$ cat config.mk
export PLATFORM = sky130hd
export DESIGN_NAME = mipsCore
export DESIGN_NICKNAME = d
export VERILOG_FILES = /design/src/logic/isaPkg.sv /design/src/logic/corePkg.sv /design/src/logic/stageIf.sv /design/src/logic/aluExecute.sv /design/src/logic/fetchDecode.sv /design/src/logic/mipsCore.sv /design/src/logic/resultWriteback.sv
export SDC_FILE = /design/constraint.sdc
export NUM_CORES = 2
export LEC_CHECK = 0
export BUFFER_PORTS_ARGS = -buffer_cell sky130_fd_sc_hd__buf_2
export CAP_MARGIN = 25
export CORE_MARGIN = 4
export CORE_UTILIZATION = 55
export CTS_CLUSTER_DIAMETER = 100
export DETAILED_ROUTE_END_ITERATION = 12
export PLACE_DENSITY = 0.71
export SLEW_MARGIN = 25
export SYNTH_ARGS = -nofsm -noshare
export SYNTH_HDL_FRONTEND = slang
export SYNTH_SLANG_ARGS = --single-unit
$ cat constraint.sdc
create_clock -name clk -period 6.6 [get_ports clk]
set_input_delay 0.66 -clock clk [delete_from_list [all_inputs] [get_ports clk]]
set_output_delay 0.66 -clock clk [all_outputs]
set_load 0.02 [all_outputs]
$ cat src/logic/isaPkg.sv
`default_nettype none

package isaPkg;

	// ~~~~~~~~~~~~~~~~~~~~~~~~~~~~~~~~~~~~~~~~
	// opcodes and functs
	// ~~~~~~~~~~~~~~~~~~~~~~~~~~~~~~~~~~~~~~~~

	localparam logic [5:0] OP_SPECIAL = 6'h00;
	localparam logic [5:0] OP_ADDIU = 6'h09;
	localparam logic [5:0] OP_ORI = 6'h0d;
	localparam logic [5:0] OP_LUI = 6'h0f;
	localparam logic [5:0] OP_LW = 6'h23;
	localparam logic [5:0] OP_SW = 6'h2b;

	localparam logic [5:0] FN_SLL = 6'h00;
	localparam logic [5:0] FN_ADDU = 6'h21;
	localparam logic [5:0] FN_SUBU = 6'h23;
	localparam logic [5:0] FN_AND = 6'h24;
	localparam logic [5:0] FN_OR = 6'h25;
	localparam logic [5:0] FN_XOR = 6'h26;
	localparam logic [5:0] FN_SLT = 6'h2a;

	// field bounds inside the instruction word
	localparam int OPC_HI = 31;
	localparam int OPC_LO = 26;
	localparam int RS_HI = 25;
	localparam int RS_LO = 21;
	localparam int RT_HI = 20;
	localparam int RT_LO = 16;
	localparam int RD_HI = 15;
	localparam int RD_LO = 11;
	localparam int SH_HI = 10;
	localparam int SH_LO = 6;
	localparam int FN_HI = 5;
	localparam int FN_LO = 0;
	localparam int IMM_HI = 15;
	localparam int IMM_LO = 0;

	typedef enum logic [3:0] {
		ALU_ADD,
		ALU_SUB,
		ALU_AND,
		ALU_OR,
		ALU_XOR,
		ALU_SLT,
		ALU_SLL,
		ALU_LUI,
		ALU_PASS
	} aluOpT;

endpackage

`default_nettype wire

$ cat src/logic/corePkg.sv
`default_nettype none

package corePkg;

	localparam int XLEN = 32;
	localparam int WEN_W = 4;

	typedef logic [4:0] regAddrT;
	typedef logic [XLEN-1:0] wordT;

	// ~~~~~~~~~~~~~~~~~~~~~~~~~~~~~~~~~~~~~~~~
	// stage payloads
	// ~~~~~~~~~~~~~~~~~~~~~~~~~~~~~~~~~~~~~~~~

	// decode -> execute, imm holds the raw 16 bits or the shift amount
	typedef struct packed {
		wordT pc;
		wordT rsVal;
		wordT rtVal;
		wordT imm;
		regAddrT rs;
		regAddrT rt;
		regAddrT dest;
		isaPkg::aluOpT aluOp;
		logic useImm;
		logic regWrite;
		logic memRead;
		logic memWrite;
	} decExT;

	// execute -> result
	typedef struct packed {
		wordT pc;
		wordT aluRes;
		regAddrT dest;
		logic regWrite;
		logic memRead;
	} exResT;

endpackage

`default_nettype wire

$ cat src/logic/stageIf.sv
`timescale 1ns/100ps
`default_nettype none

// decode -> execute stage register
interface decExIf;
	import corePkg::*;

	logic valid;
	decExT payload;

	modport producer (
		output valid,
		output payload
	);

	modport consumer (
		input valid,
		input payload
	);

endinterface

// execute -> result stage register
interface exResIf;
	import corePkg::*;

	logic valid;
	exResT payload;

	modport producer (
		output valid,
		output payload
	);

	modport consumer (
		input valid,
		input payload
	);

endinterface

`default_nettype wire

$ cat src/logic/aluExecute.sv
`timescale 1ns/100ps
`default_nettype none

module aluExecute (
	input logic clk,
	input logic arstN_i,
	decExIf.consumer decEx,
	input logic wbWe_i,
	input corePkg::regAddrT wbAddr_i,
	input corePkg::wordT wbData_i,
	output logic dataSramEn_o,
	output logic [corePkg::WEN_W-1:0] dataSramWen_o,
	output corePkg::wordT dataSramAddr_o,
	output corePkg::wordT dataSramWdata_o,
	exResIf.producer exRes
);
	import corePkg::*;
	import isaPkg::*;

	wordT rsFwd;
	wordT rtFwd;
	wordT extImm;
	wordT opB;
	wordT aluRes;
	logic [15:0] imm16;

	// result of the instruction now retiring
	function automatic wordT forward(regAddrT src, wordT regVal);
		return (wbWe_i && src != '0 && wbAddr_i == src) ? wbData_i : regVal;
	endfunction

	assign rsFwd = forward(decEx.payload.rs, decEx.payload.rsVal);
	assign rtFwd = forward(decEx.payload.rt, decEx.payload.rtVal);

	// ori zero-extends, the rest sign-extend
	assign imm16 = decEx.payload.imm[15:0];
	assign extImm = (decEx.payload.aluOp == ALU_OR) ? wordT'(imm16) :
		{{(XLEN-16){imm16[15]}}, imm16};
	assign opB = decEx.payload.useImm ? extImm : rtFwd;

	// ~~~~~~~~~~~~~~~~~~~~~~~~~~~~~~~~~~~~~~~~
	// ALU
	// ~~~~~~~~~~~~~~~~~~~~~~~~~~~~~~~~~~~~~~~~

	always_comb begin
		case (decEx.payload.aluOp)
			ALU_ADD: aluRes = rsFwd + opB;
			ALU_SUB: aluRes = rsFwd - opB;
			ALU_AND: aluRes = rsFwd & opB;
			ALU_OR: aluRes = rsFwd | opB;
			ALU_XOR: aluRes = rsFwd ^ opB;
			ALU_SLT: aluRes = wordT'($signed(rsFwd) < $signed(opB));
			ALU_SLL: aluRes = opB << decEx.payload.imm[4:0];
			ALU_LUI: aluRes = {imm16, 16'b0};
			ALU_PASS: aluRes = opB;
			default: aluRes = '0;
		endcase
	end

	// data SRAM request, whole words only
	assign dataSramEn_o = decEx.valid && (decEx.payload.memRead || decEx.payload.memWrite);
	assign dataSramWen_o = (decEx.valid && decEx.payload.memWrite) ? '1 : '0;
	assign dataSramAddr_o = aluRes;
	assign dataSramWdata_o = rtFwd;

	always_ff @(posedge clk or negedge arstN_i) begin
		if (!arstN_i) begin
			exRes.valid <= 1'b0;
		end else begin
			exRes.valid <= decEx.valid;
		end
	end

	always_ff @(posedge clk) begin
		exRes.payload.pc <= decEx.payload.pc;
		exRes.payload.aluRes <= aluRes;
		exRes.payload.dest <= decEx.payload.dest;
		exRes.payload.regWrite <= decEx.payload.regWrite;
		exRes.payload.memRead <= decEx.payload.memRead;
	end

	// a store is never also a load, and writes a whole aligned word
	assert property (@(posedge clk) disable iff (!arstN_i)
		(dataSramWen_o != '0) |-> (!decEx.payload.memRead
		&& dataSramAddr_o[1:0] == 2'b00));

endmodule

`default_nettype wire

$ cat src/logic/fetchDecode.sv
`timescale 1ns/100ps
`default_nettype none

module fetchDecode #(
	parameter corePkg::wordT RESET_PC = 32'hbfc00000
) (
	input logic clk,
	input logic arstN_i,
	input corePkg::wordT instSramRdata_i,
	output logic instSramEn_o,
	output corePkg::wordT instSramAddr_o,
	input logic wbWe_i,
	input corePkg::regAddrT wbAddr_i,
	input corePkg::wordT wbData_i,
	decExIf.producer decEx
);
	import corePkg::*;
	import isaPkg::*;

	logic fetchEn;
	logic decValid;
	wordT pc;
	wordT pcD;

	logic [5:0] opcode;
	logic [5:0] funct;
	logic [4:0] shamt;
	logic [15:0] imm16;
	regAddrT rs;
	regAddrT rt;
	regAddrT rd;

	wordT regFile [32];
	decExT decNext;

	// ~~~~~~~~~~~~~~~~~~~~~~~~~~~~~~~~~~~~~~~~
	// fetch
	// ~~~~~~~~~~~~~~~~~~~~~~~~~~~~~~~~~~~~~~~~

	always_ff @(posedge clk or negedge arstN_i) begin
		if (!arstN_i) begin
			fetchEn <= 1'b0;
			decValid <= 1'b0;
			pc <= RESET_PC;
		end else begin
			fetchEn <= 1'b1;
			decValid <= fetchEn;
			if (fetchEn) begin
				pc <= pc + wordT'(4);
			end
		end
	end

	// address of the word now arriving from the SRAM
	always_ff @(posedge clk) begin
		pcD <= pc;
	end

	assign instSramEn_o = fetchEn;
	assign instSramAddr_o = pc;

	// ~~~~~~~~~~~~~~~~~~~~~~~~~~~~~~~~~~~~~~~~
	// decode
	// ~~~~~~~~~~~~~~~~~~~~~~~~~~~~~~~~~~~~~~~~

	assign opcode = instSramRdata_i[OPC_HI:OPC_LO];
	assign rs = instSramRdata_i[RS_HI:RS_LO];
	assign rt = instSramRdata_i[RT_HI:RT_LO];
	assign rd = instSramRdata_i[RD_HI:RD_LO];
	assign shamt = instSramRdata_i[SH_HI:SH_LO];
	assign funct = instSramRdata_i[FN_HI:FN_LO];
	assign imm16 = instSramRdata_i[IMM_HI:IMM_LO];

	// r0 reads zero, a same-cycle writeback wins over the array
	function automatic wordT readReg(regAddrT addr);
		wordT val;
		val = regFile[addr];
		if (addr == '0) begin
			val = '0;
		end else if (wbWe_i && wbAddr_i == addr) begin
			val = wbData_i;
		end
		return val;
	endfunction

	always_comb begin
		decNext = '0;
		decNext.pc = pcD;
		decNext.rs = rs;
		decNext.rt = rt;
		decNext.rsVal = readReg(rs);
		decNext.rtVal = readReg(rt);
		decNext.dest = rt;
		decNext.imm = wordT'(imm16);
		decNext.aluOp = ALU_PASS;
		case (opcode)
			OP_SPECIAL: begin
				decNext.dest = rd;
				decNext.imm = wordT'(shamt);
				decNext.regWrite = 1'b1;
				case (funct)
					FN_ADDU: decNext.aluOp = ALU_ADD;
					FN_SUBU: decNext.aluOp = ALU_SUB;
					FN_AND: decNext.aluOp = ALU_AND;
					FN_OR: decNext.aluOp = ALU_OR;
					FN_XOR: decNext.aluOp = ALU_XOR;
					FN_SLT: decNext.aluOp = ALU_SLT;
					FN_SLL: decNext.aluOp = ALU_SLL;
					default: decNext.regWrite = 1'b0;
				endcase
			end
			OP_ADDIU, OP_LW, OP_SW: begin
				decNext.aluOp = ALU_ADD;
				decNext.useImm = 1'b1;
				decNext.regWrite = (opcode != OP_SW);
				decNext.memRead = (opcode == OP_LW);
				decNext.memWrite = (opcode == OP_SW);
			end
			OP_ORI: begin
				decNext.aluOp = ALU_OR;
				decNext.useImm = 1'b1;
				decNext.regWrite = 1'b1;
			end
			OP_LUI: begin
				decNext.aluOp = ALU_LUI;
				decNext.useImm = 1'b1;
				decNext.regWrite = 1'b1;
			end
			// anything else leaves the no-op defaults
			default: decNext.aluOp = ALU_PASS;
		endcase
	end

	always_ff @(posedge clk) begin
		if (wbWe_i) begin
			regFile[wbAddr_i] <= wbData_i;
		end
	end

	always_ff @(posedge clk or negedge arstN_i) begin
		if (!arstN_i) begin
			decEx.valid <= 1'b0;
		end else begin
			decEx.valid <= decValid;
		end
	end

	always_ff @(posedge clk) begin
		decEx.payload <= decNext;
	end

	// the SRAM answers every enabled fetch with a clean word one cycle later
	assert property (@(posedge clk) disable iff (!arstN_i)
		decValid |-> !$isunknown(instSramRdata_i));

endmodule

`default_nettype wire

$ cat src/logic/mipsCore.sv
`timescale 1ns/100ps
`default_nettype none

module mipsCore #(
	parameter corePkg::wordT RESET_PC = 32'hbfc00000
) (
	input logic clk,
	input logic arstN_i,
	input corePkg::wordT instSramRdata_i,
	input corePkg::wordT dataSramRdata_i,
	output logic instSramEn_o,
	output logic [corePkg::WEN_W-1:0] instSramWen_o,
	output corePkg::wordT instSramAddr_o,
	output corePkg::wordT instSramWdata_o,
	output logic dataSramEn_o,
	output logic [corePkg::WEN_W-1:0] dataSramWen_o,
	output corePkg::wordT dataSramAddr_o,
	output corePkg::wordT dataSramWdata_o,
	output corePkg::wordT debugWbPc_o,
	output logic [corePkg::WEN_W-1:0] debugWbRfWen_o,
	output corePkg::regAddrT debugWbRfWnum_o,
	output corePkg::wordT debugWbRfWdata_o
);
	import corePkg::*;

	logic wbWe;
	regAddrT wbAddr;
	wordT wbData;

	decExIf decEx ();
	exResIf exRes ();

	// instruction port never writes
	assign instSramWen_o = '0;
	assign instSramWdata_o = '0;

	fetchDecode #(
		.RESET_PC(RESET_PC)
	) uFetchDecode (
		.clk(clk),
		.arstN_i(arstN_i),
		.instSramRdata_i(instSramRdata_i),
		.instSramEn_o(instSramEn_o),
		.instSramAddr_o(instSramAddr_o),
		.wbWe_i(wbWe),
		.wbAddr_i(wbAddr),
		.wbData_i(wbData),
		.decEx(decEx.producer)
	);

	aluExecute uAluExecute (
		.clk(clk),
		.arstN_i(arstN_i),
		.decEx(decEx.consumer),
		.wbWe_i(wbWe),
		.wbAddr_i(wbAddr),
		.wbData_i(wbData),
		.dataSramEn_o(dataSramEn_o),
		.dataSramWen_o(dataSramWen_o),
		.dataSramAddr_o(dataSramAddr_o),
		.dataSramWdata_o(dataSramWdata_o),
		.exRes(exRes.producer)
	);

	resultWriteback uResultWriteback (
		.exRes(exRes.consumer),
		.dataSramRdata_i(dataSramRdata_i),
		.wbWe_o(wbWe),
		.wbAddr_o(wbAddr),
		.wbData_o(wbData),
		.debugWbPc_o(debugWbPc_o),
		.debugWbRfWen_o(debugWbRfWen_o),
		.debugWbRfWnum_o(debugWbRfWnum_o),
		.debugWbRfWdata_o(debugWbRfWdata_o)
	);

endmodule

`default_nettype wire

$ cat src/logic/resultWriteback.sv
`timescale 1ns/100ps
`default_nettype none

module resultWriteback (
	exResIf.consumer exRes,
	input corePkg::wordT dataSramRdata_i,
	output logic wbWe_o,
	output corePkg::regAddrT wbAddr_o,
	output corePkg::wordT wbData_o,
	output corePkg::wordT debugWbPc_o,
	output logic [corePkg::WEN_W-1:0] debugWbRfWen_o,
	output corePkg::regAddrT debugWbRfWnum_o,
	output corePkg::wordT debugWbRfWdata_o
);

	// load data arrives from the SRAM in this cycle
	assign wbData_o = exRes.payload.memRead ? dataSramRdata_i : exRes.payload.aluRes;
	assign wbAddr_o = exRes.payload.dest;
	assign wbWe_o = exRes.valid && exRes.payload.regWrite && (exRes.payload.dest != '0);

	// ~~~~~~~~~~~~~~~~~~~~~~~~~~~~~~~~~~~~~~~~
	// debug trace
	// ~~~~~~~~~~~~~~~~~~~~~~~~~~~~~~~~~~~~~~~~

	assign debugWbPc_o = exRes.valid ? exRes.payload.pc : '0;
	assign debugWbRfWen_o = wbWe_o ? '1 : '0;
	assign debugWbRfWnum_o = wbAddr_o;
	assign debugWbRfWdata_o = wbData_o;

	// a retiring load brings a fully known word
	always_comb begin
		if (wbWe_o && exRes.payload.memRead) begin
			assert final (!$isunknown(dataSramRdata_i));
		end
	end

endmodule

`default_nettype wire

==> out/metrics.json <==
{
  "route": {
    "postRouteWirelength_um": 208000,
    "routed_via_density": 7.02,
    "routed-via-count": 40900,
    "drtIter0Drc": 5661,
    "postRouteAntennaNets": 0,
    "drc_errors": 0,
    "routedWlPerCell_um": 35.7,
    "firstDrtPassIters": 6
  },
  "timing": {
    "final_max_slew_violation_count": 0,
    "hold_viol": 0,
    "hold-worst-slack_ps": 81.6,
    "setup_violations": 0,
    "final_worst_setup_slack_ps": 142,
    "rsz_0062_raised_after_global_routing": "no",
    "max_slew.worst_pin.slew_ps": 1080,
    "fin_setup_tns_ps": 0,
    "fin_crit_sh": 0.979,
    "finalCriticalPeriod_ps": 6460,
    "maxSlewHeadroom": 0.281,
    "clock-skew-final_ps": 46.4,
    "achievable-frequency_ghz": 0.155
  },
  "grt": {
    "grt_first_pass_wirelength_um": 299000,
    "via_count_of_the_first_global_routing_pass": 41000,
    "grtUsageMet2": 0.538,
    "initial_antenna_violation_count": 9,
    "grt_use_met1": 0.471,
    "global_route.usage.met3": 0.0775,
    "gr-max-usage-layer": "met2",
    "grt_remaining_overflow": 0,
    "grt_use_total": 0.346,
    "grt_start_max_net_pins": 106
  },
  "critical_path": {
    "reg2reg_slack_ps": 1590,
    "rr_endpoint": "uAluExecute.exRes.payload[32]$_DFF_P_",
    "setup.worst_path.end_class": "primary output",
    "crit-reg2reg-launch": "uAluExecute.exRes.payload[4]$_DFF_P_",
    "launching_instance_or_port_of_the_critical_path": "uAluExecute.exRes.payload[4]$_DFF_P_",
    "worstPathMaxFanout": 8,
    "path_type_of_the_worst_setup_path": "flop to primary output",
    "worst_ep_required_time_ps": 5940,
    "rr_worst_depth": 23,
    "setup.worst_path.start_class": "flop",
    "crit_arrival_ps": 5800
  },
  "clock_network": {
    "clock_tree.htree_level_count": 4,
    "clock_tree_from_tritoncts": "done",
    "clk-insertion-delay-late_ps": 790,
    "clock-sinks": 1290,
    "cts_buffer_depth": 3,
    "numCtsBuffers": 136,
    "clk_root_buffer_cell": "clkbuf_16",
    "clk_slew_on_worst_s_h_paths_ps": 60
  },
  "logic_synthesis": {
    "postSynth.asyncResetShare": 0.0264,
    "ys_types": 85,
    "synth.cell_area_sq_um": 63200,
    "avg_synthesized_cell_area_sq_um": 16.4,
    "synth_sequential_area_ratio": 0.574,
    "ys_warn_count": 0,
    "cell_count_after_synthesis": 3863,
    "synth.ff_latch_count": 1290,
    "post_synth_edffs": 1024,
    "ys_dominant_reg_cell": "edfxtp_1"
  },
  "power": {
    "peakVddDrop_uv": 245,
    "leakage_component_of_the_power_nw": 24.9,
    "p_per_area_nw_per_um2": 289,
    "power.share.clock": 0.377,
    "share_seq_of_total_power": 0.449,
    "switchingPower_mw": 5.88,
    "intPower_mw": 15.1,
    "swShare": 0.281,
    "share_comb_of_total_power": 0.174
  },
  "hold_path": {
    "timing.hold.worst.start": "instSramRdata_i[29]",
    "worst_hold_path.endpoint": "uFetchDecode.decEx.payload[1]$_SDFF_PN0_",
    "timing.hold.worst_path_depth": 2,
    "class_of_the_worst_hold_path": "input pin to flop"
  },
  "cells_and_area": {
    "flow.area_growth_from_synthesis_pct": 14.6,
    "fin_cells": 5833,
    "layout_common_cells": "edfxtp_1, mux4_2, buf_4",
    "num-nets-final": 4376,
    "mostFrequentLayoutCell": "edfxtp_1",
    "design_area_sq_um": 72400,
    "fraction_of_final_layout_cells_sized_beyond_drive_strength_1": 0.352
  },
  "flow_run": {
    "cap_viol_max_count": 0
  },
  "floorplanning": {
    "die_area_sq_um": 120000,
    "io_pins": 277,
    "die-height_um": 347,
    "initial_utilization": 0.553,
    "die_w_um": 347,
    "core_region_area_sq_um": 114000,
    "placementRows": 124
  },
  "place": {
    "placement.setup.worst_slack_ps": 185,
    "placement.cell_area_sq_um": 67300,
    "numPlacedInstances": 5576,
    "place.gp.congestion": 1.01,
    "dp.final_hpwl_um": 135000,
    "port_buffers": 236
  },
  "outcome": {
    "result_of_the_run": "finished clean"
  }
}
final cells by class:
| type | instances | area (sq um) |
|---|---|---|
| Multi-Input combinational cell | 2160 | 25700 |
| Clock buffer | 181 | 3810 |
| Tap cell | 1512 | 1890 |
| Sequential cell | 1290 | 36300 |
| Timing Repair Buffer | 488 | 3280 |
| Clock inverter | 65 | 898 |
| Antenna cell | 2 | 5.00 |
| Inverter | 135 | 512 |
| Fill cell | 8137 | 41800 |
registers in the layout, summed over array words and instances, names as in the netlist:
name,count
uFetchDecode.instSramAddr_o,30
uFetchDecode.decValid,1
uFetchDecode.decEx.payload,133
uAluExecute.exRes.valid,1
uAluExecute.exRes.payload,69
uFetchDecode.instSramEn_o,1
uFetchDecode.decEx.valid,1
uFetchDecode.pcD,30
uFetchDecode.regFile,1024
per-stage QoR:
stage / total power [mW] / util
6_report: 20.9 / 0.634
4_1_cts: 20.9 / 0.633
5_1_grt: 21.6 / 0.634
3_5_place_dp: 13.1 / 0.589
2_1_floorplan: 11.7 / -
3_3_place_gp: 13.1 / 0.589
power groups by stage:
stage | registers (mW) | logic (mW) | clock network (mW)
floorplan | 9.54 | 2.13 | 0
global placement | 9.57 | 3.49 | 0
detailed placement | 9.58 | 3.50 | 0
CTS | 9.41 | 3.54 | 7.96
global route | 9.43 | 3.84 | 8.33
finish | 9.41 | 3.64 | 7.89
per-layer routing:
| metal | wire length, um | up-vias |
|---|---|---|
| met2 | 97500 | 3049 |
| met3 | 23700 | 534 |
| met4 | 11200 | 10 |
| met5 | 66 | - |
| met1 | 76000 | 21000 |
| li1 | - | 16400 |
Yosys cell counts, types with 54 or more instances:
cell / count / area (sq um)
a211oi_1: 143 / 1070
a21oi_1: 78 / 390
clkbuf_1: 221 / 830
dfxtp_1: 232 / 4640
edfxtp_1: 1024 / 30700
ha_1: 97 / 1210
inv_1: 127 / 477
mux2i_1: 69 / 691
mux4_2: 665 / 15000
nand2_1: 129 / 484
nor2_1: 144 / 541
nor2b_1: 78 / 488
o21ai_0: 91 / 455
xnor2_1: 54 / 473
what timing repair did:
| action | in CTS | in global routing |
|---|---|---|
| setup buffers | 5 | 2 |
| endpoints found under the setup margin | 18 | 17 |
| pin swaps | 3 | 7 |
| hold buffers | 1 | 0 |
| hold endpoints to repair | 16 | 0 |
| cloned | 1 | 0 |
| resized for setup | 39 | 45 |
worst max path at each step:
| stage | to | slack [ps] | cells past startpoint |
|---|---|---|---|
| 6_report | dataSramAddr_o[25] | 140 | 24 |
| 5_1_grt | dataSramAddr_o[30] | 2 | 19 |
| 4_1_cts | dataSramAddr_o[23] | 30 | 21 |
| 3_5_place_dp | dataSramAddr_o[31] | 190 | 18 |
| 3_3_place_gp | dataSramAddr_o[31] | 9 | 19 |
| 2_1_floorplan | dataSramAddr_o[31] | 900 | 19 |
cells by family (layout without fill, tap and decap cells):
family / Yosys count / in the layout / synth area share
flops: 1290 / 1290 / 0.574
buf+inv: 485 / 869 / 0.0328
other cells: 2 / 75 / 0.000119
mux: 750 / 750 / 0.251
fa+ha+maj: 99 / 99 / 0.0198
compound gates: 578 / 578 / 0.0652
simple gates: 587 / 588 / 0.0472
xor+xnor: 72 / 72 / 0.00998
critical path: stages, from the launching register on:
cell and delay (ps):
dfxtp_2 350, or3_4 410, o311ai_4 270, buf_6 170, buf_4 130, nor4_1 50
buf_4 160, o31ai_4 440, inv_1 140, ha_1 340, buf_4 150, nand2b_1 50
a311oi_1 370, buf_4 200, a211oi_4 50, o21bai_1 130, buf_4 160, a31oi_4 130
buf_4 190, a211oi_1 210, a31oi_1 90, xnor2_1 170, buf_4 150, a221o_1 320
buf_2 170
No activity file was read; power rests on OpenSTA's default activity.
